<file path="src/hw/tlb_pkg.sv">
`default_nettype none

package tlb_pkg;

    localparam int tlb_entries   = 16;
    localparam int tlb_idx_w     = 4;
    localparam int cache_entries = 4;
    localparam int vppn_w        = 19;
    localparam int asid_w        = 10;
    localparam int ppn_w         = 20;

    // page sizes held in ps
    localparam logic [5:0] ps_4k = 6'd12;
    localparam logic [5:0] ps_2m = 6'd21;

    typedef struct packed {
        logic              e;
        logic [vppn_w-1:0] vppn;
        logic [5:0]        ps;
        logic              g;
        logic [asid_w-1:0] asid;
        logic [ppn_w-1:0]  ppn0;
        logic [1:0]        plv0;
        logic [1:0]        mat0;
        logic              d0;
        logic              v0;
        logic [ppn_w-1:0]  ppn1;
        logic [1:0]        plv1;
        logic [1:0]        mat1;
        logic              d1;
        logic              v1;
    } tlb_entry_t;

    typedef struct packed {
        logic                 found;
        logic [tlb_idx_w-1:0] index;
        logic [ppn_w-1:0]     ppn;
        logic [5:0]           ps;
        logic [1:0]           plv;
        logic [1:0]           mat;
        logic                 d;
        logic                 v;
    } tlb_result_t;

    typedef struct packed {
        logic [vppn_w-1:0] vppn;
        logic              va_bit12;
        logic [asid_w-1:0] asid;
    } tlb_search_t;

    typedef enum logic [4:0] {
        clear_all0              = 5'd0,
        clear_all1              = 5'd1,
        clear_global            = 5'd2,
        clear_nonglobal         = 5'd3,
        clear_asid              = 5'd4,
        clear_asid_va           = 5'd5,
        clear_va_asid_or_global = 5'd6
    } invtlb_op_e;

    typedef enum logic [1:0] {
        st_cache  = 2'd0,
        st_lookup = 2'd1,
        st_fetch  = 2'd2,
        st_refill = 2'd3
    } walk_state_e;

    // huge pages ignore the low nine vppn bits
    function automatic logic vppn_match(tlb_entry_t ent, logic [vppn_w-1:0] vppn);
        if (ent.ps == ps_2m) begin
            return ent.vppn[vppn_w-1:9] == vppn[vppn_w-1:9];
        end
        return ent.vppn == vppn;
    endfunction

    function automatic logic entry_match(tlb_entry_t ent, tlb_search_t key);
        return ent.e && (ent.g || ent.asid == key.asid) && vppn_match(ent, key.vppn);
    endfunction

    // even/odd half selection
    function automatic tlb_result_t make_result(tlb_entry_t ent, tlb_search_t key,
                                                logic found, logic [tlb_idx_w-1:0] index);
        tlb_result_t res;
        logic        even;
        even = (ent.ps == ps_4k && !key.va_bit12) || (ent.ps == ps_2m && !key.vppn[8]);
        res.found = found;
        res.index = index;
        res.ps    = ent.ps;
        res.ppn   = even ? ent.ppn0 : ent.ppn1;
        res.plv   = even ? ent.plv0 : ent.plv1;
        res.mat   = even ? ent.mat0 : ent.mat1;
        res.d     = even ? ent.d0 : ent.d1;
        res.v     = even ? ent.v0 : ent.v1;
        return res;
    endfunction

endpackage

`default_nettype wire

</file>
<file path="src/hw/tlb_miss_walker.sv">
`timescale 1ns/100ps
`default_nettype none

module tlb_miss_walker (
    input  wire logic                          clk,
    input  wire logic                          reset,

    input  tlb_pkg::tlb_search_t               req,
    input  wire logic                          valid,

    output tlb_pkg::tlb_search_t               cache_key,
    input  tlb_pkg::tlb_result_t               cache_result,

    output tlb_pkg::tlb_search_t               main_key,
    input  wire logic                          main_hit,
    input  wire logic [tlb_pkg::tlb_idx_w-1:0] main_index,
    input  tlb_pkg::tlb_entry_t                main_entry,

    output logic                               refill,
    output logic [tlb_pkg::tlb_idx_w-1:0]      refill_index,
    output tlb_pkg::tlb_entry_t                refill_entry,
    input  wire logic                          flush,

    output tlb_pkg::tlb_result_t               result,
    output logic                               ok
);

    tlb_pkg::walk_state_e state_q;
    tlb_pkg::walk_state_e state_d;

    tlb_pkg::tlb_search_t          key_q;
    logic                          walk_hit_q;
    logic                          walk_fill_q;
    logic [tlb_pkg::tlb_idx_w-1:0] walk_index_q;
    tlb_pkg::tlb_entry_t           walk_entry_q;
    tlb_pkg::tlb_result_t          walk_result;

    always_comb begin
        state_d = state_q;
        case (state_q)
            tlb_pkg::st_cache: begin
                if (valid && !cache_result.found) begin
                    state_d = tlb_pkg::st_lookup;
                end
            end
            tlb_pkg::st_lookup: state_d = valid ? tlb_pkg::st_fetch : tlb_pkg::st_cache;
            tlb_pkg::st_fetch:  state_d = valid ? tlb_pkg::st_refill : tlb_pkg::st_cache;
            default:            state_d = tlb_pkg::st_cache;
        endcase
    end

    always_ff @(posedge clk) begin
        if (reset) begin
            state_q     <= tlb_pkg::st_cache;
            walk_fill_q <= 1'b0;
        end else begin
            state_q <= state_d;
            // an entry sampled across a write may be stale
            if (state_q == tlb_pkg::st_fetch) begin
                walk_fill_q <= main_hit && !flush;
            end
        end
    end

    // key held for the whole walk
    always_ff @(posedge clk) begin
        if (state_q == tlb_pkg::st_cache) begin
            key_q <= req;
        end
        if (state_q == tlb_pkg::st_fetch) begin
            walk_hit_q   <= main_hit;
            walk_index_q <= main_index;
            walk_entry_q <= main_entry;
        end
    end

    assign cache_key = req;
    assign main_key  = key_q;

    assign walk_result = tlb_pkg::make_result(walk_entry_q, key_q, walk_hit_q, walk_index_q);

    assign refill       = state_q == tlb_pkg::st_refill && walk_fill_q && !flush;
    assign refill_index = walk_index_q;
    assign refill_entry = walk_entry_q;

    assign result = (state_q == tlb_pkg::st_cache) ? cache_result : walk_result;
    // cache hit answers in the request cycle
    assign ok = (state_q == tlb_pkg::st_cache && valid && cache_result.found)
              || state_q == tlb_pkg::st_refill;

endmodule

`default_nettype wire

</file>
<file path="config.mk">
export PLATFORM = sky130hd
export DESIGN_NAME = tlb_miss_walker
export DESIGN_NICKNAME = d
export VERILOG_FILES = /design/src/hw/tlb_pkg.sv /design/src/hw/tlb_miss_walker.sv
export SDC_FILE = /design/constraint.sdc
export NUM_CORES = 1
export LEC_CHECK = 0
export ABC_CLOCK_PERIOD_IN_PS = 8700
export BUFFER_PORTS_ARGS = -buffer_cell sky130_fd_sc_hd__buf_2
export CAP_MARGIN = 20
export CORE_AREA = 5 5 136 138
export DETAILED_ROUTE_END_ITERATION = 6
export DIE_AREA = 0 0 141 143
export GPL_TIMING_DRIVEN = 0
export PLACE_DENSITY = 0.63
export RECOVER_POWER = 50
export SETUP_SLACK_MARGIN = 0.3
export SYNTH_ARGS = -nofsm -noshare
export SYNTH_HDL_FRONTEND = slang
export SYNTH_SLANG_ARGS = --single-unit
</file>
<file path="constraint.sdc">
create_clock -name clk -period 8.7 [get_ports clk]
set_clock_uncertainty 0.1 [all_clocks]
set_input_delay 0.87 -clock clk [delete_from_list [all_inputs] [get_ports clk]]
set_output_delay 0.87 -clock clk [all_outputs]
set_load 0.01 [all_outputs]
</file>
# == After elaboration in Yosys (flattened, before gate mapping) ==
# Index checks and enable logic that the tools add are counted.
# classes
n_mul,0
eq_ne,6
shifts,0
magnitude_cmp,0
div,0
n_reduce_logical,15
addsub,0
n_bitwise,0
n_mux,10
# ops
cell,n
37-bit two-way mux,1
20-bit two-way mux,1
2-bit two-way mux,5
1-bit logical AND,8
6-bit by 4-bit equality test with 1-bit output (second input constant),1
6-bit by 5-bit equality test with 1-bit output (second input constant),1
2-bit case mux with 3 select lines,1
2-bit equality test (second input constant),2
1-bit logical NOT,4
2-bit by 1-bit equality test with 1-bit output (second input constant),1
2-bit logical NOT,1
1-bit logical OR,2
1-bit two-way mux,2
2-bit != test (second input constant),1
# totals
ram_bits,0
register_bits,127
latch_bits,0
mem_bits_ro,0
memories,0

# == Longest topological paths before layout ==
# logic_depth
depth_word,5
mapped_depth,6
depth_no_buf,4

# == Least setup slack after synthesis ==
# OpenSTA, ideal clock, no wires.
# synth_timing
kind,register to register
startpoint,register state_q[1]
endpoint,register walk_fill_q
arrival_time_ns,5.090
t_required_ns,8.477
stages_incl_launch_ff,4
slack_ns,3.387
synth_period_minus_slack_ns,5.313
n_path_buf,0
setup_time_ns,0.123
path_cell_list,dfxtp_1 > nor2b_1 > mux2i_1 > nor2_1
# synth_between
elab_chain_len,1
# synth_lines
item,line,source
from (decl),tlb_miss_walker.sv:28,tlb_pkg::walk_state_e state_q;
from (signal assigned),tlb_miss_walker.sv:54,state_q <= tlb_pkg::st_cache;
from (signal assigned),tlb_miss_walker.sv:57,state_q <= state_d;
2-bit equality test,tlb_miss_walker.sv:59,if (state_q == tlb_pkg::st_fetch) begin
to (signal assigned),tlb_miss_walker.sv:60,walk_fill_q <= main_hit && !flush;
to (decl),tlb_miss_walker.sv:33,logic walk_fill_q;
# No other way between the ends.
# A chain may end at the register's enable or synchronous reset.

# == Worst setup path after layout ==
# layout_timing
startpoint,register state_q[1]
endpoint,"register walk_entry_q, in the netlist refill_entry[55] (enable)"
# layout_between
elab_chain_len,1
# layout_lines
item,line,source
2-bit equality test,tlb_miss_walker.sv:70,if (state_q == tlb_pkg::st_fetch) begin
to (signal assigned),tlb_miss_walker.sv:73,walk_entry_q <= main_entry;
to (decl),tlb_miss_walker.sv:35,tlb_pkg::tlb_entry_t walk_entry_q;
# No other way between the ends.

==> impl_metrics.ini <==
[cts]
cts_tree = yes
post_cts_buffers = 0
cts_root_buf = clkbuf_16
ctsHoldBuffers = 0
clkTransAtPathRegs_ns = 0.06
htreeDepth = 4
cts_buffer_depth = 2
clk_latency_ns = 0.40
cts.sinks = 127
cts.repair.resized = 0
cts-buffers-inserted = 17

[route]
drt_pre_antenna_iters = 6
wl_met3_mm = 1.829
num_vias = 3980
wl_met2_mm = 8.474
drt_wl_total_mm = 16.51
highest_layer = met5
drc = 0
drt-met1-wl_mm = 5.998
antenna_left = 0
vias_per_cell = 4.221
drt_iter0_drc = 137
wl_per_cell_um = 17.50

[synth]
synth_fp_nets = 492
synth-compound-area-share = 0.05556
synth_area_per_cell_sq_um = 14.81
ys_seq_area_frac = 0.7814
synth_xor_area_frac = 0.001809
synthSimpleGateAreaFrac = 0.09251
yosys_warnings = 0
yosys_register_bits = 127
synthCells = 327
synth_mux_area_frac = 0.002067
synthArstFlopShare = 0
synth_area_sq_um = 4842
synth-adder-area-share = 0
synth_top_family_by_area = simple AND/OR/NAND/NOR gates
synth_flop_cell = edfxtp_1
synth_edf_count = 124
yosysUniqueCellTypes = 25

[global_route]
grt_start_max_net_pins = 40
grt_pass1_wl_mm = 23.98
grt_pass1_vias = 4101
overflow = 0
grtUsageTotal = 0.1588
antenna_found_initial = 1

[timing]
fin_crit_ns = 4.007
holdWs_ns = 0.3870
rsz0062_at_grt = false
relSlewSlack = -0.2153
tightest_slew_ns = 1.823
final.setup.tns_ns = 0
finalHoldViolations = 0
slew_violations = 95
max_freq_mhz = 249.6
finalCritPeriodShare = 0.4606
setup_violations = 0

[final_layout]
final_cell_mix = buf_2, edfxtp_1, nand2_1, a21oi_1, clkbuf_1
nets = 870
num_antenna_cells = 0
final_common_cell = buf_2
final_layout_size_suffix_gt1_frac = 0.5641
area_delta_synth_final_pct = 53.51

[critical_path]
criticalPathCategory = register to register
arrival_ns = 3.91
reg2reg_to = refill_entry[55]$_DFFE_PN_
rr_startpoint = state_q[1]$_SDFFE_PP0P_
worst-r2r-setup-slack_ns = 4.69
crit_required_ns = 8.61
cp_max_fo = 36
startpoint = state_q[1]$_SDFFE_PP0P_
crit_path_end_kind = register
r2r_cells = 3
worstSetupStartpointType = register

[floorplan]
fp.dieH_um = 143
die_area_sq_um = 20160
initial_core_util = 0.2839
core_sq_um = 17060
rows = 48
die_w_um = 141
io_pins = 357

[run_status]
status = complete, but fails checks
violations = capacitance limit, slew limit

[worst_hold_path]
holdPathEnd = walk_fill_q$_SDFFE_PP0N_
hold-path-cell-count = 2
hp-start = walk_fill_q$_SDFFE_PP0N_
min_path_type = register to register

[pwr]
p_per_area_nw_per_um2 = 202.8
ir_drop_mv = 0.1129
p_leak_nw = 3.356

[place]
portBuffers = 356
gp_congestion = 0.8293
dp_hpwl_mm = 13.33

[run]
drv_cap = 3
final cells by class:
class | count | area (sq um)
well taps | 225 | 281.5
flip-flops and latches | 127 | 3784
multi-input cells | 156 | 735.7
plain buffers | 43 | 319.1
fillers | 1634 | 9623
repair buffers | 359 | 1759
clock inverters | 15 | 125.1
inverters | 1 | 3.754
clock buffers | 17 | 425.4
critical path, stage by stage (launching register included):
cell and delay [ns]:
dfxtp_1 0.39, nor2b_1 0.46, clkbuf_1 1.23, clkbuf_1 1.39
logic make-up (layout without fill, tap and decap cells):
group / count (synthesis) / after routing
mux: 1 / 1
flops: 127 / 127
xor+xnor: 1 / 1
buf+inv: 44 / 435
compound gates: 50 / 50
simple gates: 104 / 104
stage by stage:
step / cell area [sq um] / setup WS [ns] / power (mW) / instances / util
6_report: 7433 / 4.693 / 1.508 / 943 / 0.4358
5_1_grt: 7433 / 4.352 / 1.574 / 943 / 0.4358
4_1_cts: 7523 / 5.190 / 1.530 / 943 / 0.4411
3_5_place_dp: 6973 / 5.646 / 0.8689 / 911 / 0.4088
3_3_place_gp: 6905 / 1.404 / 0.8674 / 908 / 0.4049
2_1_floorplan: 4842 / 3.387 / 0.7767 / 327 / -
worst max path at each step:
stage / end / slack [ns] / cells past startpoint
after floorplan: walk_fill_q$_SDFFE_PP0N_ / 3.39 / 3
after global placement: walk_fill_q$_SDFFE_PP0N_ / 1.40 / 3
after detailed placement: result[13] / 5.65 / 6
after CTS: result[13] / 5.19 / 6
after global routing: refill_entry[27]$_DFFE_PN_ / 4.35 / 3
final: refill_entry[55]$_DFFE_PN_ / 4.69 / 3
metal layers:
layer | GRT usage | vias to the layer above
li1 | - | 1903
met1 | 0.1710 | 1818
met2 | 0.2828 | 240
met3 | 0.07167 | 17
met4 | 0.04539 | 2
met5 | 0 | -
power by group:
part	total, mW	internal (mW)	switching [mW]
combinational	0.151	0.0701	0.0812
clock	0.657	0.372	0.285
sequential	0.699	0.693	0.00597
cells in the mapped netlist, types with 2 or more instances:
library cell,number,area (sq um)
a31oi_1,4,25.02
nor2b_1,3,18.77
nand2_1,65,244.0
buf_4,33,247.7
a21oi_1,42,210.2
buf_8,2,30.03
nor2_1,28,105.1
clkbuf_1,4,15.01
a21oi_2,2,17.52
edfxtp_1,124,3724
buf_2,3,15.01
dfxtp_1,3,60.06
nor3b_1,2,15.01
flip-flops by register name, summed over array words and instances (netlist names):
register	cells
refill_entry	89
walk_fill_q	1
refill_index	4
main_key	30
state_q	2
walk_hit_q	1
(Power assumes the default switching activity.)
