`config.mk`:
```
export PLATFORM = sky130hd
export DESIGN_NAME = tlb_port_cache
export DESIGN_NICKNAME = d
export VERILOG_FILES = /design/src/hw/tlb_pkg.sv /design/src/hw/tlb_port_cache.sv
export SDC_FILE = /design/constraint.sdc
export NUM_CORES = 1
export LEC_CHECK = 0
export ABC_CLOCK_PERIOD_IN_PS = 6600
export BUFFER_PORTS_ARGS = -buffer_cell sky130_fd_sc_hd__buf_2
export CORE_ASPECT_RATIO = 2
export CORE_MARGIN = 3
export CORE_UTILIZATION = 44
export CTS_BUF_LIST = sky130_fd_sc_hd__clkbuf_2 sky130_fd_sc_hd__clkbuf_4 sky130_fd_sc_hd__clkbuf_8
export DETAILED_ROUTE_END_ITERATION = 7
export PLACE_DENSITY = 0.73
export SLEW_MARGIN = 10
export SYNTH_ARGS = -nofsm -noshare
export SYNTH_HDL_FRONTEND = slang
export SYNTH_SLANG_ARGS = --single-unit
export TNS_END_PERCENT = 1
```
`constraint.sdc`:
```
create_clock -name clk -period 6.6 [get_ports clk]
set_clock_uncertainty 0.15 [all_clocks]
set_input_delay 0.33 -clock clk [delete_from_list [all_inputs] [get_ports clk]]
set_output_delay 0.33 -clock clk [all_outputs]
set_load 0.005 [all_outputs]
```
`src/hw/tlb_pkg.sv`:
```
`default_nettype none

package tlb_pkg;

    localparam int tlb_entries   = 16;
    localparam int tlb_idx_w     = 4;
    localparam int cache_entries = 4;
    localparam int vppn_w        = 19;
    localparam int asid_w        = 10;
    localparam int ppn_w         = 20;

    // page sizes held in ps
    localparam logic [5:0] ps_4k = 6'd12;
    localparam logic [5:0] ps_2m = 6'd21;

    typedef struct packed {
        logic              e;
        logic [vppn_w-1:0] vppn;
        logic [5:0]        ps;
        logic              g;
        logic [asid_w-1:0] asid;
        logic [ppn_w-1:0]  ppn0;
        logic [1:0]        plv0;
        logic [1:0]        mat0;
        logic              d0;
        logic              v0;
        logic [ppn_w-1:0]  ppn1;
        logic [1:0]        plv1;
        logic [1:0]        mat1;
        logic              d1;
        logic              v1;
    } tlb_entry_t;

    typedef struct packed {
        logic                 found;
        logic [tlb_idx_w-1:0] index;
        logic [ppn_w-1:0]     ppn;
        logic [5:0]           ps;
        logic [1:0]           plv;
        logic [1:0]           mat;
        logic                 d;
        logic                 v;
    } tlb_result_t;

    typedef struct packed {
        logic [vppn_w-1:0] vppn;
        logic              va_bit12;
        logic [asid_w-1:0] asid;
    } tlb_search_t;

    typedef enum logic [4:0] {
        clear_all0              = 5'd0,
        clear_all1              = 5'd1,
        clear_global            = 5'd2,
        clear_nonglobal         = 5'd3,
        clear_asid              = 5'd4,
        clear_asid_va           = 5'd5,
        clear_va_asid_or_global = 5'd6
    } invtlb_op_e;

    typedef enum logic [1:0] {
        st_cache  = 2'd0,
        st_lookup = 2'd1,
        st_fetch  = 2'd2,
        st_refill = 2'd3
    } walk_state_e;

    // huge pages ignore the low nine vppn bits
    function automatic logic vppn_match(tlb_entry_t ent, logic [vppn_w-1:0] vppn);
        if (ent.ps == ps_2m) begin
            return ent.vppn[vppn_w-1:9] == vppn[vppn_w-1:9];
        end
        return ent.vppn == vppn;
    endfunction

    function automatic logic entry_match(tlb_entry_t ent, tlb_search_t key);
        return ent.e && (ent.g || ent.asid == key.asid) && vppn_match(ent, key.vppn);
    endfunction

    // even/odd half selection
    function automatic tlb_result_t make_result(tlb_entry_t ent, tlb_search_t key,
                                                logic found, logic [tlb_idx_w-1:0] index);
        tlb_result_t res;
        logic        even;
        even = (ent.ps == ps_4k && !key.va_bit12) || (ent.ps == ps_2m && !key.vppn[8]);
        res.found = found;
        res.index = index;
        res.ps    = ent.ps;
        res.ppn   = even ? ent.ppn0 : ent.ppn1;
        res.plv   = even ? ent.plv0 : ent.plv1;
        res.mat   = even ? ent.mat0 : ent.mat1;
        res.d     = even ? ent.d0 : ent.d1;
        res.v     = even ? ent.v0 : ent.v1;
        return res;
    endfunction

endpackage

`default_nettype wire

```
`src/hw/tlb_port_cache.sv`:
```
`timescale 1ns/100ps
`default_nettype none

module tlb_port_cache (
    input  wire logic                          clk,
    input  wire logic                          reset,

    input  tlb_pkg::tlb_search_t               key,
    output tlb_pkg::tlb_result_t               result,

    input  wire logic                          refill,
    input  wire logic [tlb_pkg::tlb_idx_w-1:0] refill_index,
    input  tlb_pkg::tlb_entry_t                refill_entry,
    input  wire logic                          flush
);

    logic [tlb_pkg::cache_entries-1:0] slot_valid_q;
    tlb_pkg::tlb_entry_t               slot_entry_q [tlb_pkg::cache_entries];
    logic [tlb_pkg::tlb_idx_w-1:0]     slot_index_q [tlb_pkg::cache_entries];

    logic [$clog2(tlb_pkg::cache_entries)-1:0] victim_q;
    logic [$clog2(tlb_pkg::cache_entries)-1:0] sel;
    logic                                      any_hit;

    // combinational lookup over all slots
    always_comb begin
        any_hit = 1'b0;
        sel     = '0;
        for (int i = tlb_pkg::cache_entries - 1; i >= 0; i--) begin
            if (slot_valid_q[i] && tlb_pkg::entry_match(slot_entry_q[i], key)) begin
                any_hit = 1'b1;
                sel     = i[$clog2(tlb_pkg::cache_entries)-1:0];
            end
        end
    end

    assign result = tlb_pkg::make_result(slot_entry_q[sel], key, any_hit, slot_index_q[sel]);

    always_ff @(posedge clk) begin
        if (reset) begin
            slot_valid_q <= '0;
            victim_q     <= '0;
        end else if (flush) begin
            slot_valid_q <= '0;
        end else if (refill) begin
            slot_valid_q[victim_q] <= 1'b1;
            victim_q               <= victim_q + 1'b1;
        end
    end

    // slot payload
    always_ff @(posedge clk) begin
        if (refill && !flush) begin
            slot_entry_q[victim_q] <= refill_entry;
            slot_index_q[victim_q] <= refill_index;
        end
    end

endmodule

`default_nettype wire

```
Word-level counts from Yosys, hierarchy flattened
Memory sizes are Yosys's and may differ from the RTL's.
Cells that the tools add are included.
{ "classes": {"n_addsub": 1, "n_lt_le_gt_ge": 2, "n_eq_ne": 18, "mux": 29, "bitwise": 2, "reduce_logical": 26} }
{ "ops": {"columns": ["operator", "n"], "rows": [
  ["$eq A10 B10 Y1", 8],
  ["$eq A19 B19 Y1", 4],
  ["$eq A6 B5 Y1 const B", 5],
  ["$mux W1", 21],
  ["$mux W20", 1],
  ["$logic_and A1 B1 Y1", 16],
  ["$mux W2", 6],
  ["$eq A6 B4 Y1 const B", 1],
  ["$logic_or A1 B1 Y1", 5],
  ["$or A4 B4 Y4", 1],
  ["$logic_not A1 Y1", 3],
  ["$lt A2 B3 Y1 const B", 1],
  ["$add A2 B1 Y2 const B", 1],
  ["$demux W1 S2", 1],
  ["$ge A2 B1 Y1 const B", 1],
  ["$reduce_and A2 Y1", 1],
  ["$reduce_or A2 Y1", 1],
  ["$not A1 Y1", 1]
]} }
{ "word_totals": {"ff_bits": 6, "ramBits": 372, "inputBits": 127, "elab_cells": 82, "memories": 2} }
{ "memory_table": {"columns": ["name", "words", "width", "rd", "rd_clocked_by_memory_dff", "wr", "line_no", "source"], "rows": [
  ["slot_entry_q", 4, 89, 5, 0, 1, "tlb_port_cache.sv:18", "tlb_pkg::tlb_entry_t slot_entry_q [tlb_pkg::cache_entries];"],
  ["slot_index_q", 4, 4, 1, 0, 1, "tlb_port_cache.sv:19", "logic [tlb_pkg::tlb_idx_w-1:0] slot_index_q [tlb_pkg::cache_entries];"]
]} }

Logic depth before layout (Yosys ltp)
An unclocked memory read counts as a cell.
{ "logic_depth": {"depth_word": 14, "mapped_depth": 13} }

Least setup slack after synthesis
OpenSTA, ideal clock, no wires.
{ "synth_path": {"path_type": "reg-to-reg", "startpoint": "register victim_q[0] (netlist name)", "endpoint": "memory slot_entry_q[2][0] (netlist name) (enable)", "arrival_time_ns": 4.492, "required_time_ns": 5.905, "setup_slack_ns": 1.413, "stages_incl_launch_ff": 5, "n_path_buf": 0, "synth_period_minus_slack_ns": 5.187, "path_cell_list": "dfxtp_1 > inv_1 > ha_1 > nand2_1 > nor2_1"} }
{ "synth_rtl": {"columns": ["element", "line_no", "source"], "rows": [
  ["start: declaration", "tlb_port_cache.sv:21", "logic [$clog2(tlb_pkg::cache_entries)-1:0] victim_q;"],
  ["start signal: assignment", "tlb_port_cache.sv:47", "victim_q <= victim_q + 1'b1;"],
  ["end: declaration", "tlb_port_cache.sv:18", null]
]} }
No word-level cell before the write port.

==> impl_metrics.csv <==
group,metric,value,unit
logic_synthesis,synth_ff_type,"edfxtp_1",
timing,tightest_slew,1.065,ns
timing,finalMaxSlewViolations,0,
route,final_antenna_net_count,0,
clocking,cts_resized,0,
clocking,cts_setup_buffers,0,
timing,rsz0062_at_grt,"false",
final_layout,area_delta_synth_final,22.21,%
critical_path,cp_max_fo,26,
critical_path,crit_required,6.12,ns
timing,setup_tns,0,ns
power,ir_drop,0.1816,mV
die,start_util,44.82,%
placement,port_buffers,163,
logic_synthesis,yosys.area.top_type,"edfxtp_1",
timing,final_hold_viol_count,0,
clocking,htreeDepth,2,
logic_synthesis,ys_seq_area_share,72.83,%
logic_synthesis,yosysMostFrequentCell,"edfxtp_1",
clocking,clock_tree.root_cell,"clkbuf_8",
logic_synthesis,synth_area,15500,µm²
die,fp.dieArea,37660,µm²
grt,antenna_found_initial,4,
route,drc,0,
logic_synthesis,synth_area_leaders,"edfxtp_1, xor2_1, mux2i_1",
clocking,clkTransAtPathRegs,0.07,ns
placement,dp_hpwl,21.79,mm
logic_synthesis,syn_inst,944,
grt,grt_pass1_vias,9701,
critical_path,crit_chain,"xor2_1 > nor4_1 > a41oi_1 > nor3_1 > a21o_1 > o21ai_1 > or4_1 > a2111o_2 > mux2_1 > buf_2",
logic_synthesis,ys_async_sr_fraction,0,%
die,dieHeight,271.5,µm
logic_synthesis,yosys_register_bits,378,
route,via_per_inst,5.178,
grt,grt_usage,18.13,%
critical_path,slowest_delay,0.82,ns
route,firstDrtPassIters,5,
final_layout,fin_nets,1360,
timing,period_needed,5.553,ns
die,core,34590,µm²
placement,place.gp.congestion,0.9003,
logic_synthesis,yosysWarnings,0,
route,vias,8890,
route,dr_wl_met3,1.467,mm
critical_path,cp-end-kind,"output port",
route,post_drt_wl_per_cell,19.92,µm
route,met1_length,11.72,mm
route,drt_iter0_drc,400,
final_layout,drive_gt1_share,23.11,%
clocking,numCtsBuffers,52,
logic_synthesis,synth.distinct_cells,48,
power,p_leak,6.560,nW
logic_synthesis,syn_area_per_cell,16.42,µm²
timing,max-slew-margin-rel,28.98,%
critical_path,worstPathArrival,5.07,ns
timing,final-setup-viol-count,0,
clocking,cts_sinks,378,
logic_synthesis,yosys-top-cells-count,"edfxtp_1, xor2_1, a21oi_1, mux2i_1, nor2b_1",
hold_path,hold_path_class,"input port to flop",
grt,grt_max_degree,169,
critical_path,crit_path_top_delay_cell,"a2111o_2",
route,detail_route.wirelength,34.21,mm
clocking,clockBufferDepth,3,
die,pin_count,164,
critical_path,critical_path_class,"flop to output port",
timing,fin_crit_sh,84.14,%
power,power.total,4.883,mW
clocking,cts_tree,"built",
grt,grt_pass1_wl,52.96,mm
route,dr_wl_met2,19.36,mm
logic_synthesis,yosys.area.top_type_share,72.05,%
logic_synthesis,synth_edf_count,372,
critical_path,worstSetupStartpointType,"flop",
power,p_per_area,257.7,nW/µm²
status,status,"completed",
logic_synthesis,syn_nets,1075,
grt,overflow,0,
die,die_width,138.7,µm
clocking,clock_latency,0.56,ns
timing,fmax,0.1801,GHz
die,rows,96,
flow_run,maxCapViolations,0,
route,routed.top_layer,"met4",
==> cells in the final DEF (no fill, tap or decap), types with 5 or more instances in the layout <==
cell / synthesis / layout
nor3_1: 24 / 24
clkinv_2: 0 / 13
edfxtp_1: 372 / 372
clkbuf_4: 0 / 10
a21oi_1: 66 / 65
nor2_1: 11 / 8
nand2_1: 9 / 9
nor2b_1: 57 / 57
dlygate4sd3_1: 0 / 98
dfxtp_1: 6 / 6
nand3_1: 7 / 7
bufinv_16: 0 / 5
buf_2: 11 / 163
mux2_4: 20 / 20
a211oi_1: 56 / 56
mux2_1: 6 / 6
inv_1: 13 / 13
xnor2_1: 9 / 9
mux2i_1: 59 / 59
nor4_1: 32 / 32
xor2_1: 108 / 108
buf_4: 1 / 8
clkbuf_8: 0 / 56
clkinv_1: 0 / 9
==> through the flow <==
| step | hold WS [ns] | util (%) | cells | setup WS, ns | area, µm² |
|---|---|---|---|---|---|
| 3_3_place_gp | 0.3565 | 48.65 | 1518 | 1.607 | 16830 |
| 3_5_place_dp | 0.3634 | 48.65 | 1518 | 1.629 | 16830 |
| 6_report | 0.3369 | 54.77 | 1717 | 1.047 | 18950 |
| 4_1_cts | 0.2931 | 54.74 | 1713 | 1.097 | 18940 |
| 2_1_floorplan | 0.2524 | - | 944 | 1.413 | 15500 |
| 5_1_grt | 0.3170 | 54.76 | 1716 | 0.7920 | 18940 |
==> cell type report <==
cell class	count	area, µm²
diodes	4	10.01
clock buffers	66	845.8
clock inverters	31	280.3
fillers	2706	15650
inverters	13	48.80
multi-input cells	513	4023
flip-flops and latches	378	11290
well taps	441	551.8
repair buffers	271	1897
==> power by group <==
group / switching (mW) / leakage, nW / total (mW) / internal [mW]
Clock: 0.853 / 0.589 / 1.90 / 1.04
Combinational: 0.151 / 2.54 / 0.280 / 0.129
Sequential: 0.0139 / 3.43 / 2.71 / 2.69
Total: 1.02 / 6.56 / 4.88 / 3.87
==> flip-flops by register name (all words and copies together) (netlist names) <==
signal	flops
slot_entry_q	356
slot_valid_q	4
victim_q	2
slot_index_q	16
==> per-layer routing <==
| metal | vias up | global-route usage, % |
|---|---|---|
| met3 | 83 | 3.243 |
| met5 | - | 0 |
| met2 | 233 | 35.17 |
| met4 | 0 | 9.253 |
| li1 | 4242 | - |
| met1 | 4332 | 18.16 |
==> worst max-delay path, delay by kind of cell, from the launching register on <==
family          cells  cell delay (ns)
mux                 1             0.46
xor+xnor            1             0.16
flops               1             0.38
simple gates        3             1.86
buf+inv             1             0.13
compound gates      4             1.48
==> kinds of logic (layout without fill, tap and decap cells) <==
| group | after synthesis | count (layout) | synth area share, % |
|---|---|---|---|
| xor+xnor | 117 | 117 | 6.610 |
| compound gates | 148 | 148 | 6.367 |
| mux | 85 | 85 | 6.182 |
| simple gates | 159 | 159 | 6.150 |
| other cells | 0 | 4 | 0 |
| fa+ha+maj | 4 | 4 | 0.3228 |
| buf+inv | 53 | 381 | 1.541 |
| flops | 378 | 378 | 72.83 |
==> worst paths after layout <==
kind	startpoint	depth (start not counted)	slack, ns	to
min	refill_entry[84]	2	0.34	slot_entry_q[3][84]
max	slot_entry_q[0][61]	10	1.05	result[4]
max reg2reg	victim_q[0]	5	4.07	slot_entry_q[2][37]
min reg2reg	slot_valid_q[2]	2	0.37	slot_valid_q[2]
==> repair_timing <==
item,in CTS,in global routing
endpoints found under the hold margin,378,0
hold buffers,98,0
setup endpoints to repair,0,0
No activity file was read; power rests on OpenSTA's default activity.
