### src/hw/tlb_pkg.sv
`default_nettype none

package tlb_pkg;

    localparam int tlb_entries   = 16;
    localparam int tlb_idx_w     = 4;
    localparam int cache_entries = 4;
    localparam int vppn_w        = 19;
    localparam int asid_w        = 10;
    localparam int ppn_w         = 20;

    // page sizes held in ps
    localparam logic [5:0] ps_4k = 6'd12;
    localparam logic [5:0] ps_2m = 6'd21;

    typedef struct packed {
        logic              e;
        logic [vppn_w-1:0] vppn;
        logic [5:0]        ps;
        logic              g;
        logic [asid_w-1:0] asid;
        logic [ppn_w-1:0]  ppn0;
        logic [1:0]        plv0;
        logic [1:0]        mat0;
        logic              d0;
        logic              v0;
        logic [ppn_w-1:0]  ppn1;
        logic [1:0]        plv1;
        logic [1:0]        mat1;
        logic              d1;
        logic              v1;
    } tlb_entry_t;

    typedef struct packed {
        logic                 found;
        logic [tlb_idx_w-1:0] index;
        logic [ppn_w-1:0]     ppn;
        logic [5:0]           ps;
        logic [1:0]           plv;
        logic [1:0]           mat;
        logic                 d;
        logic                 v;
    } tlb_result_t;

    typedef struct packed {
        logic [vppn_w-1:0] vppn;
        logic              va_bit12;
        logic [asid_w-1:0] asid;
    } tlb_search_t;

    typedef enum logic [4:0] {
        clear_all0              = 5'd0,
        clear_all1              = 5'd1,
        clear_global            = 5'd2,
        clear_nonglobal         = 5'd3,
        clear_asid              = 5'd4,
        clear_asid_va           = 5'd5,
        clear_va_asid_or_global = 5'd6
    } invtlb_op_e;

    typedef enum logic [1:0] {
        st_cache  = 2'd0,
        st_lookup = 2'd1,
        st_fetch  = 2'd2,
        st_refill = 2'd3
    } walk_state_e;

    // huge pages ignore the low nine vppn bits
    function automatic logic vppn_match(tlb_entry_t ent, logic [vppn_w-1:0] vppn);
        if (ent.ps == ps_2m) begin
            return ent.vppn[vppn_w-1:9] == vppn[vppn_w-1:9];
        end
        return ent.vppn == vppn;
    endfunction

    function automatic logic entry_match(tlb_entry_t ent, tlb_search_t key);
        return ent.e && (ent.g || ent.asid == key.asid) && vppn_match(ent, key.vppn);
    endfunction

    // even/odd half selection
    function automatic tlb_result_t make_result(tlb_entry_t ent, tlb_search_t key,
                                                logic found, logic [tlb_idx_w-1:0] index);
        tlb_result_t res;
        logic        even;
        even = (ent.ps == ps_4k && !key.va_bit12) || (ent.ps == ps_2m && !key.vppn[8]);
        res.found = found;
        res.index = index;
        res.ps    = ent.ps;
        res.ppn   = even ? ent.ppn0 : ent.ppn1;
        res.plv   = even ? ent.plv0 : ent.plv1;
        res.mat   = even ? ent.mat0 : ent.mat1;
        res.d     = even ? ent.d0 : ent.d1;
        res.v     = even ? ent.v0 : ent.v1;
        return res;
    endfunction

endpackage

`default_nettype wire

### src/hw/tlb_main.sv
`timescale 1ns/100ps
`default_nettype none

module tlb_main (
    input  wire logic                            clk,
    input  wire logic                            reset,

    input  tlb_pkg::tlb_search_t                 s0_key,
    input  tlb_pkg::tlb_search_t                 s1_key,
    output logic                                 s0_hit,
    output logic                                 s1_hit,
    output logic [tlb_pkg::tlb_idx_w-1:0]        s0_index,
    output logic [tlb_pkg::tlb_idx_w-1:0]        s1_index,
    output tlb_pkg::tlb_entry_t                  s0_entry,
    output tlb_pkg::tlb_entry_t                  s1_entry,

    input  wire logic                            we,
    input  wire logic [tlb_pkg::tlb_idx_w-1:0]   w_index,
    input  tlb_pkg::tlb_entry_t                  w_entry,

    input  wire logic [tlb_pkg::tlb_idx_w-1:0]   r_index,
    output tlb_pkg::tlb_entry_t                  r_entry,

    input  wire logic                            invtlb_valid,
    input  tlb_pkg::invtlb_op_e                  invtlb_op,
    input  wire logic [tlb_pkg::asid_w-1:0]      invtlb_asid,
    input  wire logic [31:0]                     invtlb_va
);

    tlb_pkg::tlb_entry_t  tlb_q [tlb_pkg::tlb_entries];
    tlb_pkg::tlb_search_t key_q [2];

    logic                          hit [2];
    logic [tlb_pkg::tlb_idx_w-1:0] idx [2];

    // invtlb clearing rule for one entry
    function automatic logic inv_hit(tlb_pkg::tlb_entry_t ent);
        logic asid_eq;
        logic va_eq;
        asid_eq = ent.asid == invtlb_asid;
        va_eq   = tlb_pkg::vppn_match(ent, invtlb_va[31:13]);
        case (invtlb_op)
            tlb_pkg::clear_all0,
            tlb_pkg::clear_all1:              return 1'b1;
            tlb_pkg::clear_global:            return ent.g;
            tlb_pkg::clear_nonglobal:         return !ent.g;
            tlb_pkg::clear_asid:              return !ent.g && asid_eq;
            tlb_pkg::clear_asid_va:           return !ent.g && asid_eq && va_eq;
            tlb_pkg::clear_va_asid_or_global: return (ent.g || asid_eq) && va_eq;
            default:                          return 1'b0;
        endcase
    endfunction

    // one-cycle lookup
    always_ff @(posedge clk) begin
        key_q[0] <= s0_key;
        key_q[1] <= s1_key;
    end

    // lowest matching index wins
    always_comb begin
        for (int p = 0; p < 2; p++) begin
            hit[p] = 1'b0;
            idx[p] = '0;
            for (int i = tlb_pkg::tlb_entries - 1; i >= 0; i--) begin
                if (tlb_pkg::entry_match(tlb_q[i], key_q[p])) begin
                    hit[p] = 1'b1;
                    idx[p] = i[tlb_pkg::tlb_idx_w-1:0];
                end
            end
        end
    end

    assign s0_hit   = hit[0];
    assign s1_hit   = hit[1];
    assign s0_index = idx[0];
    assign s1_index = idx[1];
    assign s0_entry = tlb_q[idx[0]];
    assign s1_entry = tlb_q[idx[1]];

    assign r_entry = tlb_q[r_index];

    always_ff @(posedge clk) begin
        if (reset) begin
            for (int i = 0; i < tlb_pkg::tlb_entries; i++) begin
                tlb_q[i].e <= 1'b0;
            end
        end else begin
            if (invtlb_valid) begin
                for (int i = 0; i < tlb_pkg::tlb_entries; i++) begin
                    if (inv_hit(tlb_q[i])) begin
                        tlb_q[i].e <= 1'b0;
                    end
                end
            end
            // a write in the same cycle takes precedence
            if (we) begin
                tlb_q[w_index] <= w_entry;
            end
        end
    end

endmodule

`default_nettype wire

### config.mk
export PLATFORM = sky130hd
export DESIGN_NAME = tlb_main
export DESIGN_NICKNAME = d
export VERILOG_FILES = /design/src/hw/tlb_pkg.sv /design/src/hw/tlb_main.sv
export SDC_FILE = /design/constraint.sdc
export NUM_CORES = 2
export LEC_CHECK = 0
export BUFFER_PORTS_ARGS = -buffer_cell sky130_fd_sc_hd__buf_2
export CAP_MARGIN = 20
export CORE_MARGIN = 2
export CORE_UTILIZATION = 40
export DETAILED_ROUTE_END_ITERATION = 16
export PLACE_DENSITY = 0.58
export REMOVE_ABC_BUFFERS = 1
export SKIP_CTS_REPAIR_TIMING = 1
export SYNTH_ARGS = -nofsm -noshare
export SYNTH_HDL_FRONTEND = slang
export SYNTH_SLANG_ARGS = --single-unit
export TNS_END_PERCENT = 50
### constraint.sdc
create_clock -name clk -period 15.4 [get_ports clk]
set_input_delay 1.54 -clock clk [delete_from_list [all_inputs] [get_ports clk]]
set_output_delay 1.54 -clock clk [all_outputs]
set_load 0.005 [all_outputs]
---- Yosys cells after proc, flatten, opt, wreduce, memory -nomap -nowiden ----
Memory sizes are Yosys's and may differ from the RTL's.
Cells that the tools add are included.
word-level totals
  memories kept ........................... 2
  RAM bits ................................ 1484
  ROM bits ................................ 0
  input port bits ......................... 208
  latch bits .............................. 0
  bits in registers ....................... 0
memories
  name   depth  bits a word  rd ports  clocked after memory_dff  write ports  RTL line        RTL
  tlb_q  16     89           19        0                         17           tlb_main.sv:30  tlb_pkg::tlb_entry_t tlb_q [tlb_pkg::tlb_entries];
  key_q  2      30           2         0                         2            tlb_main.sv:31  tlb_pkg::tlb_search_t key_q [2];
operators by class
  add/subtract/negate cells ............... 0
  equal/unequal tests ..................... 166
  muxes and demuxes ....................... 373
  order comparisons ....................... 0
  reductions and logical operators ........ 178
  bitwise gates (word level) .............. 16
  shift operators ......................... 0
  divide/modulo/power cells ............... 0
  $mul .................................... 0
operator list
  kind                  number
  $eq A10 B10 Y1        96
  $eq A19 B19 Y1        48
  $mux W1               325
  $mux W4               32
  $logic_and A1 B1 Y1   112
  $eq A6 B5 Y1 const B  16
  $pmux W1 S6           16
  $logic_or A1 B1 Y1    48
  $logic_not A1 Y1      16
  $or A1 B1 Y1          16
  $eq A5 B3 Y1 const B  3
  $eq A5 B2 Y1 const B  2
  $eq A5 B1 Y1 const B  1
  $logic_not A5 Y1      1
  $reduce_or A2 Y1      1

---- Longest topological paths before layout ----
An unclocked memory read counts as a cell.
  depth in word-level cells ............... 22
  gate-level depth with buffers ........... 17
  gate-level depth less buffers ........... 12

---- Worst setup path after synthesis ----
No wires, ideal clock.
  path type ............................... input to register
  start ................................... input port reset
  end ..................................... memory tlb_q[1][88] in the netlist's numbering, enable pin
  arrival time ............................ 6.234 ns
  slack ................................... 8.859 ns
  stages .................................. 5
  required time ........................... 15.093 ns
  cell sequence ........................... clkbuf_1 -> nand2b_1 -> or3_1 -> nor2_1 -> a211o_1
RTL lines
  what                RTL line        RTL
  start: declaration  tlb_main.sv:6   input wire logic reset,
  end: declaration    tlb_main.sv:30

==> impl_results.md <==
- Status: finished with violations
- Violated checks: max-slew violations
- Post-route insts no fill: between 10000 and 15000
- Ratio of cells with drive above 1 in the final layout: between 10% and 20%
- Comb pwr share: approximately 9%
- Dpl cells: 11882
- Crit path buf inv count: 4
- #FFs+latches synth: approximately 1500
- First-pass GRT wire length: 617000 µm
- CP max FO: about 150
- Sequential element share of the synthesized area: between 40% and 50%
- Final wirelength: between 400000 and 500000 µm
- Synth Area in Adders: 0%
- CP top delay family: simple AND/OR/NAND/NOR gates
- Vias: about 83000
- CP cell instances: nand4bb_1 > nor3b_1 > a31oi_1 > nor3_1 > a211oi_1 > o311ai_0 > clkbuf_2 > a31o_4 > buf_4 > buf_12 > mux2i_1 > o22ai_1 > a211o_1 > or3_1 > buf_2
- PwrDens: 86.0 nW/µm²
- Largest net degree at the start of global routing: 201
- Worst slew pin tran: about 1500 ps
- Worst-Skew Late Latency: ~900 ps
- CTS Buffer Depth: 4
- Final core occ: between 40% and 50%
- TritonCTS Buffers: roughly 180
- Die height: between 500 and 600 µm
- WHS: between 700 and 800 ps
- Clk_skew: about 78 ps
- R2r setup slk: between 10000 and 15000 ps
- Core ar.: 254000 µm²
- Port buffer count: 469
- Yosys warns: 0
- Die Area: roughly 260000 µm²
- Startpoint types: register
- Global route overflow: 0
- Data required time of the critical path: around 14000 ps
- Post-placement cell area: 105000 µm²
- Leakage: around 36 nW
- Main synth FF type: edfxtp_1
- Final Critical Period: 9770 ps
- Min-Delay Path Class: input pin to register
- Initial antenna violation count: 76
- Via density: between 6 and 7
- Synth Area in Compound Gates: 9.91%
- Commonest cells after routing, fill and taps aside: edfxtp_1, mux2i_1, xor2_1
- Vias in the first global route: 79128
- Hold Path Cell Cnt: 1
- Clk pin slew, worst setup/hold paths: 60 ps
- CP endpoint kind: output port
- Routability Congestion: about 1
- Max frequency: about 100 MHz
- Worst path max stage delay: ~800 ps
- Max-slew violations: 12
- Worst r2r src: tlb_q[12][68]
- Largest family of logic cells by synthesized area: multiplexers
- Psw: 2.38 mW
- Site row count: between 150 and 200
- CTS Sinks: approximately 1500
- Die width: approximately 510 µm
- Final net count: 8908
- Cell depth of the worst flop-to-flop path: 8
- Pre-Repair DR Iteration Count: 8
- Reg-to-Reg End: tlb_q[12][88]
- Peak VDD IR: between 0.00009 and 0.0001 V
- Antenna Violating Nets Remaining: 0
- Mapped Area: ~100000 µm²
- Leading cell type in the layout, fill and taps excluded: edfxtp_1
- DR DRC count: 0
- Final hold vios: 0
- CTS tree: done
- Global-route usage over all layers: between 30% and 40%
- Synth Area in XOR/XNOR: between 10% and 20%
- Setup Viol. Count Final: 0
- CP Data Arrival Time: 8230 ps
- Clock share of power: between 40% and 50%
- Initial Util: 40.2%
- Avg Cell Area, Syn: about 11 µm²
- Critical-path top delay cell: nor3b_1
- Root buffer cell: clkbuf_16
- Synth Instances: 9054
- Drt wl/cell: ~37 µm
- Sw Ratio: 24.9%
- DR iter-0 viols: 11927
- Fin crit share: between 60 and 70%
- Setup Crit Path Kind: register to output port
- Htree depth: 4
- Max-slew headroom: -0.401%
- Synth unique cells: between 70 and 80
- Asr flop ratio synth: 0%
- Hold EP: key_q[0][19]
- Max_cap viols: 0
- Synth Area in Simple Gates: approximately 8.9%
- I/O pin count: about 490
- Detailed placement HPWL: approximately 290000 µm
- Number of enable flip-flop cells after synthesis: 1424
- Internal power: ~7.2 mW
- Area grow syn2layout: 8.75%
- Fillers: 23324
- Hold_sp: s0_key[19]
- Unrepaired setup endpoints after global routing: no
- Finished Cell Area: approximately 110000 µm²
- Mux cell area share after synthesis: between 20 and 25%
- Flop pwr share: roughly 48%
[how the worst max path moves through the flow]
| stage | startpoint | endpoint | slack [ps] | cells after the start |
|---|---|---|---|---|
| 2_1_floorplan | key_q[0][24] | s0_entry[58] | -12560 | 11 |
| 3_3_place_gp | tlb_q[15][68] | s1_entry[75] | 6370 | 14 |
| 3_5_place_dp | tlb_q[15][68] | s1_entry[75] | 6310 | 14 |
| 4_1_cts | tlb_q[15][68] | s1_entry[75] | 5360 | 14 |
| 5_1_grt | tlb_q[15][68] | s1_entry[75] | 5440 | 15 |
| 6_report | tlb_q[15][68] | s1_entry[75] | 5630 | 15 |
[power groups by stage]
stage	Combinational, mW	Clock [mW]	Sequential, mW
after global routing	0.894	4.31	4.58
after global placement	0.820	0	4.65
after CTS	0.836	4.16	4.57
final	0.850	4.13	4.58
after detailed placement	0.830	0	4.66
after floorplan	0.402	0	4.65
[final cells by class]
cell class / count / area [µm²] / share of cell area, %
antenna: 36 / 90.1 / 0.0811
sequential: 1482 / 43900 / 39.5
inverter: 192 / 721 / 0.649
timing repair buffer: 670 / 4080 / 3.67
multi-input combinational: 6177 / 52600 / 47.3
tap: 3366 / 4210 / 3.79
clock inverter: 89 / 779 / 0.701
clock buffer: 222 / 4730 / 4.26
[metrics by stage]
stage	setup slack [ps]	setup TNS [ps]	power (mW)
floorplan	-12560	-2041080	5.05
global placement	6370	0	5.47
detailed placement	6310	0	5.49
CTS	5360	0	9.57
global route	5440	0	9.78
finish	5630	0	9.55
[cells by family after synthesis]
group,after synthesis
AOI/OAI and AO/OA,1476
muxes,1477
DFF,1482
buffers and inverters,1395
xor gates and xnor gates,1409
and+or+nand+nor,1815
[metal layers]
metal  wire length [µm]  vias up  track usage, %
met5                265        -               0
met1             171000    41590            43.7
met3              53900     1377            8.81
met4              28600       40            18.8
met2             197000     6308            50.8
li1                   -    33448               -
[state kept, by name (all words and copies together), names as in the netlist]
signal and flops:
key_q 58, tlb_q 1424
[cell usage after synthesis (all sizes together) (147+ instances only)]
cell	number	area [µm²]
edfxtp	1424	42800
mux2i	827	8280
clkbuf	739	2860
xor2	719	6300
nand2	707	2650
xnor2	690	6040
o22ai	468	2930
buf	464	2460
mux4	445	10000
mux2	205	2310
inv	191	717
a31oi	173	1080
nand4	171	1070
nor4	168	1090
a21oi	153	766
nand3	152	761
or3	147	920
Note: power is estimated with default switching activity, not from simulation.
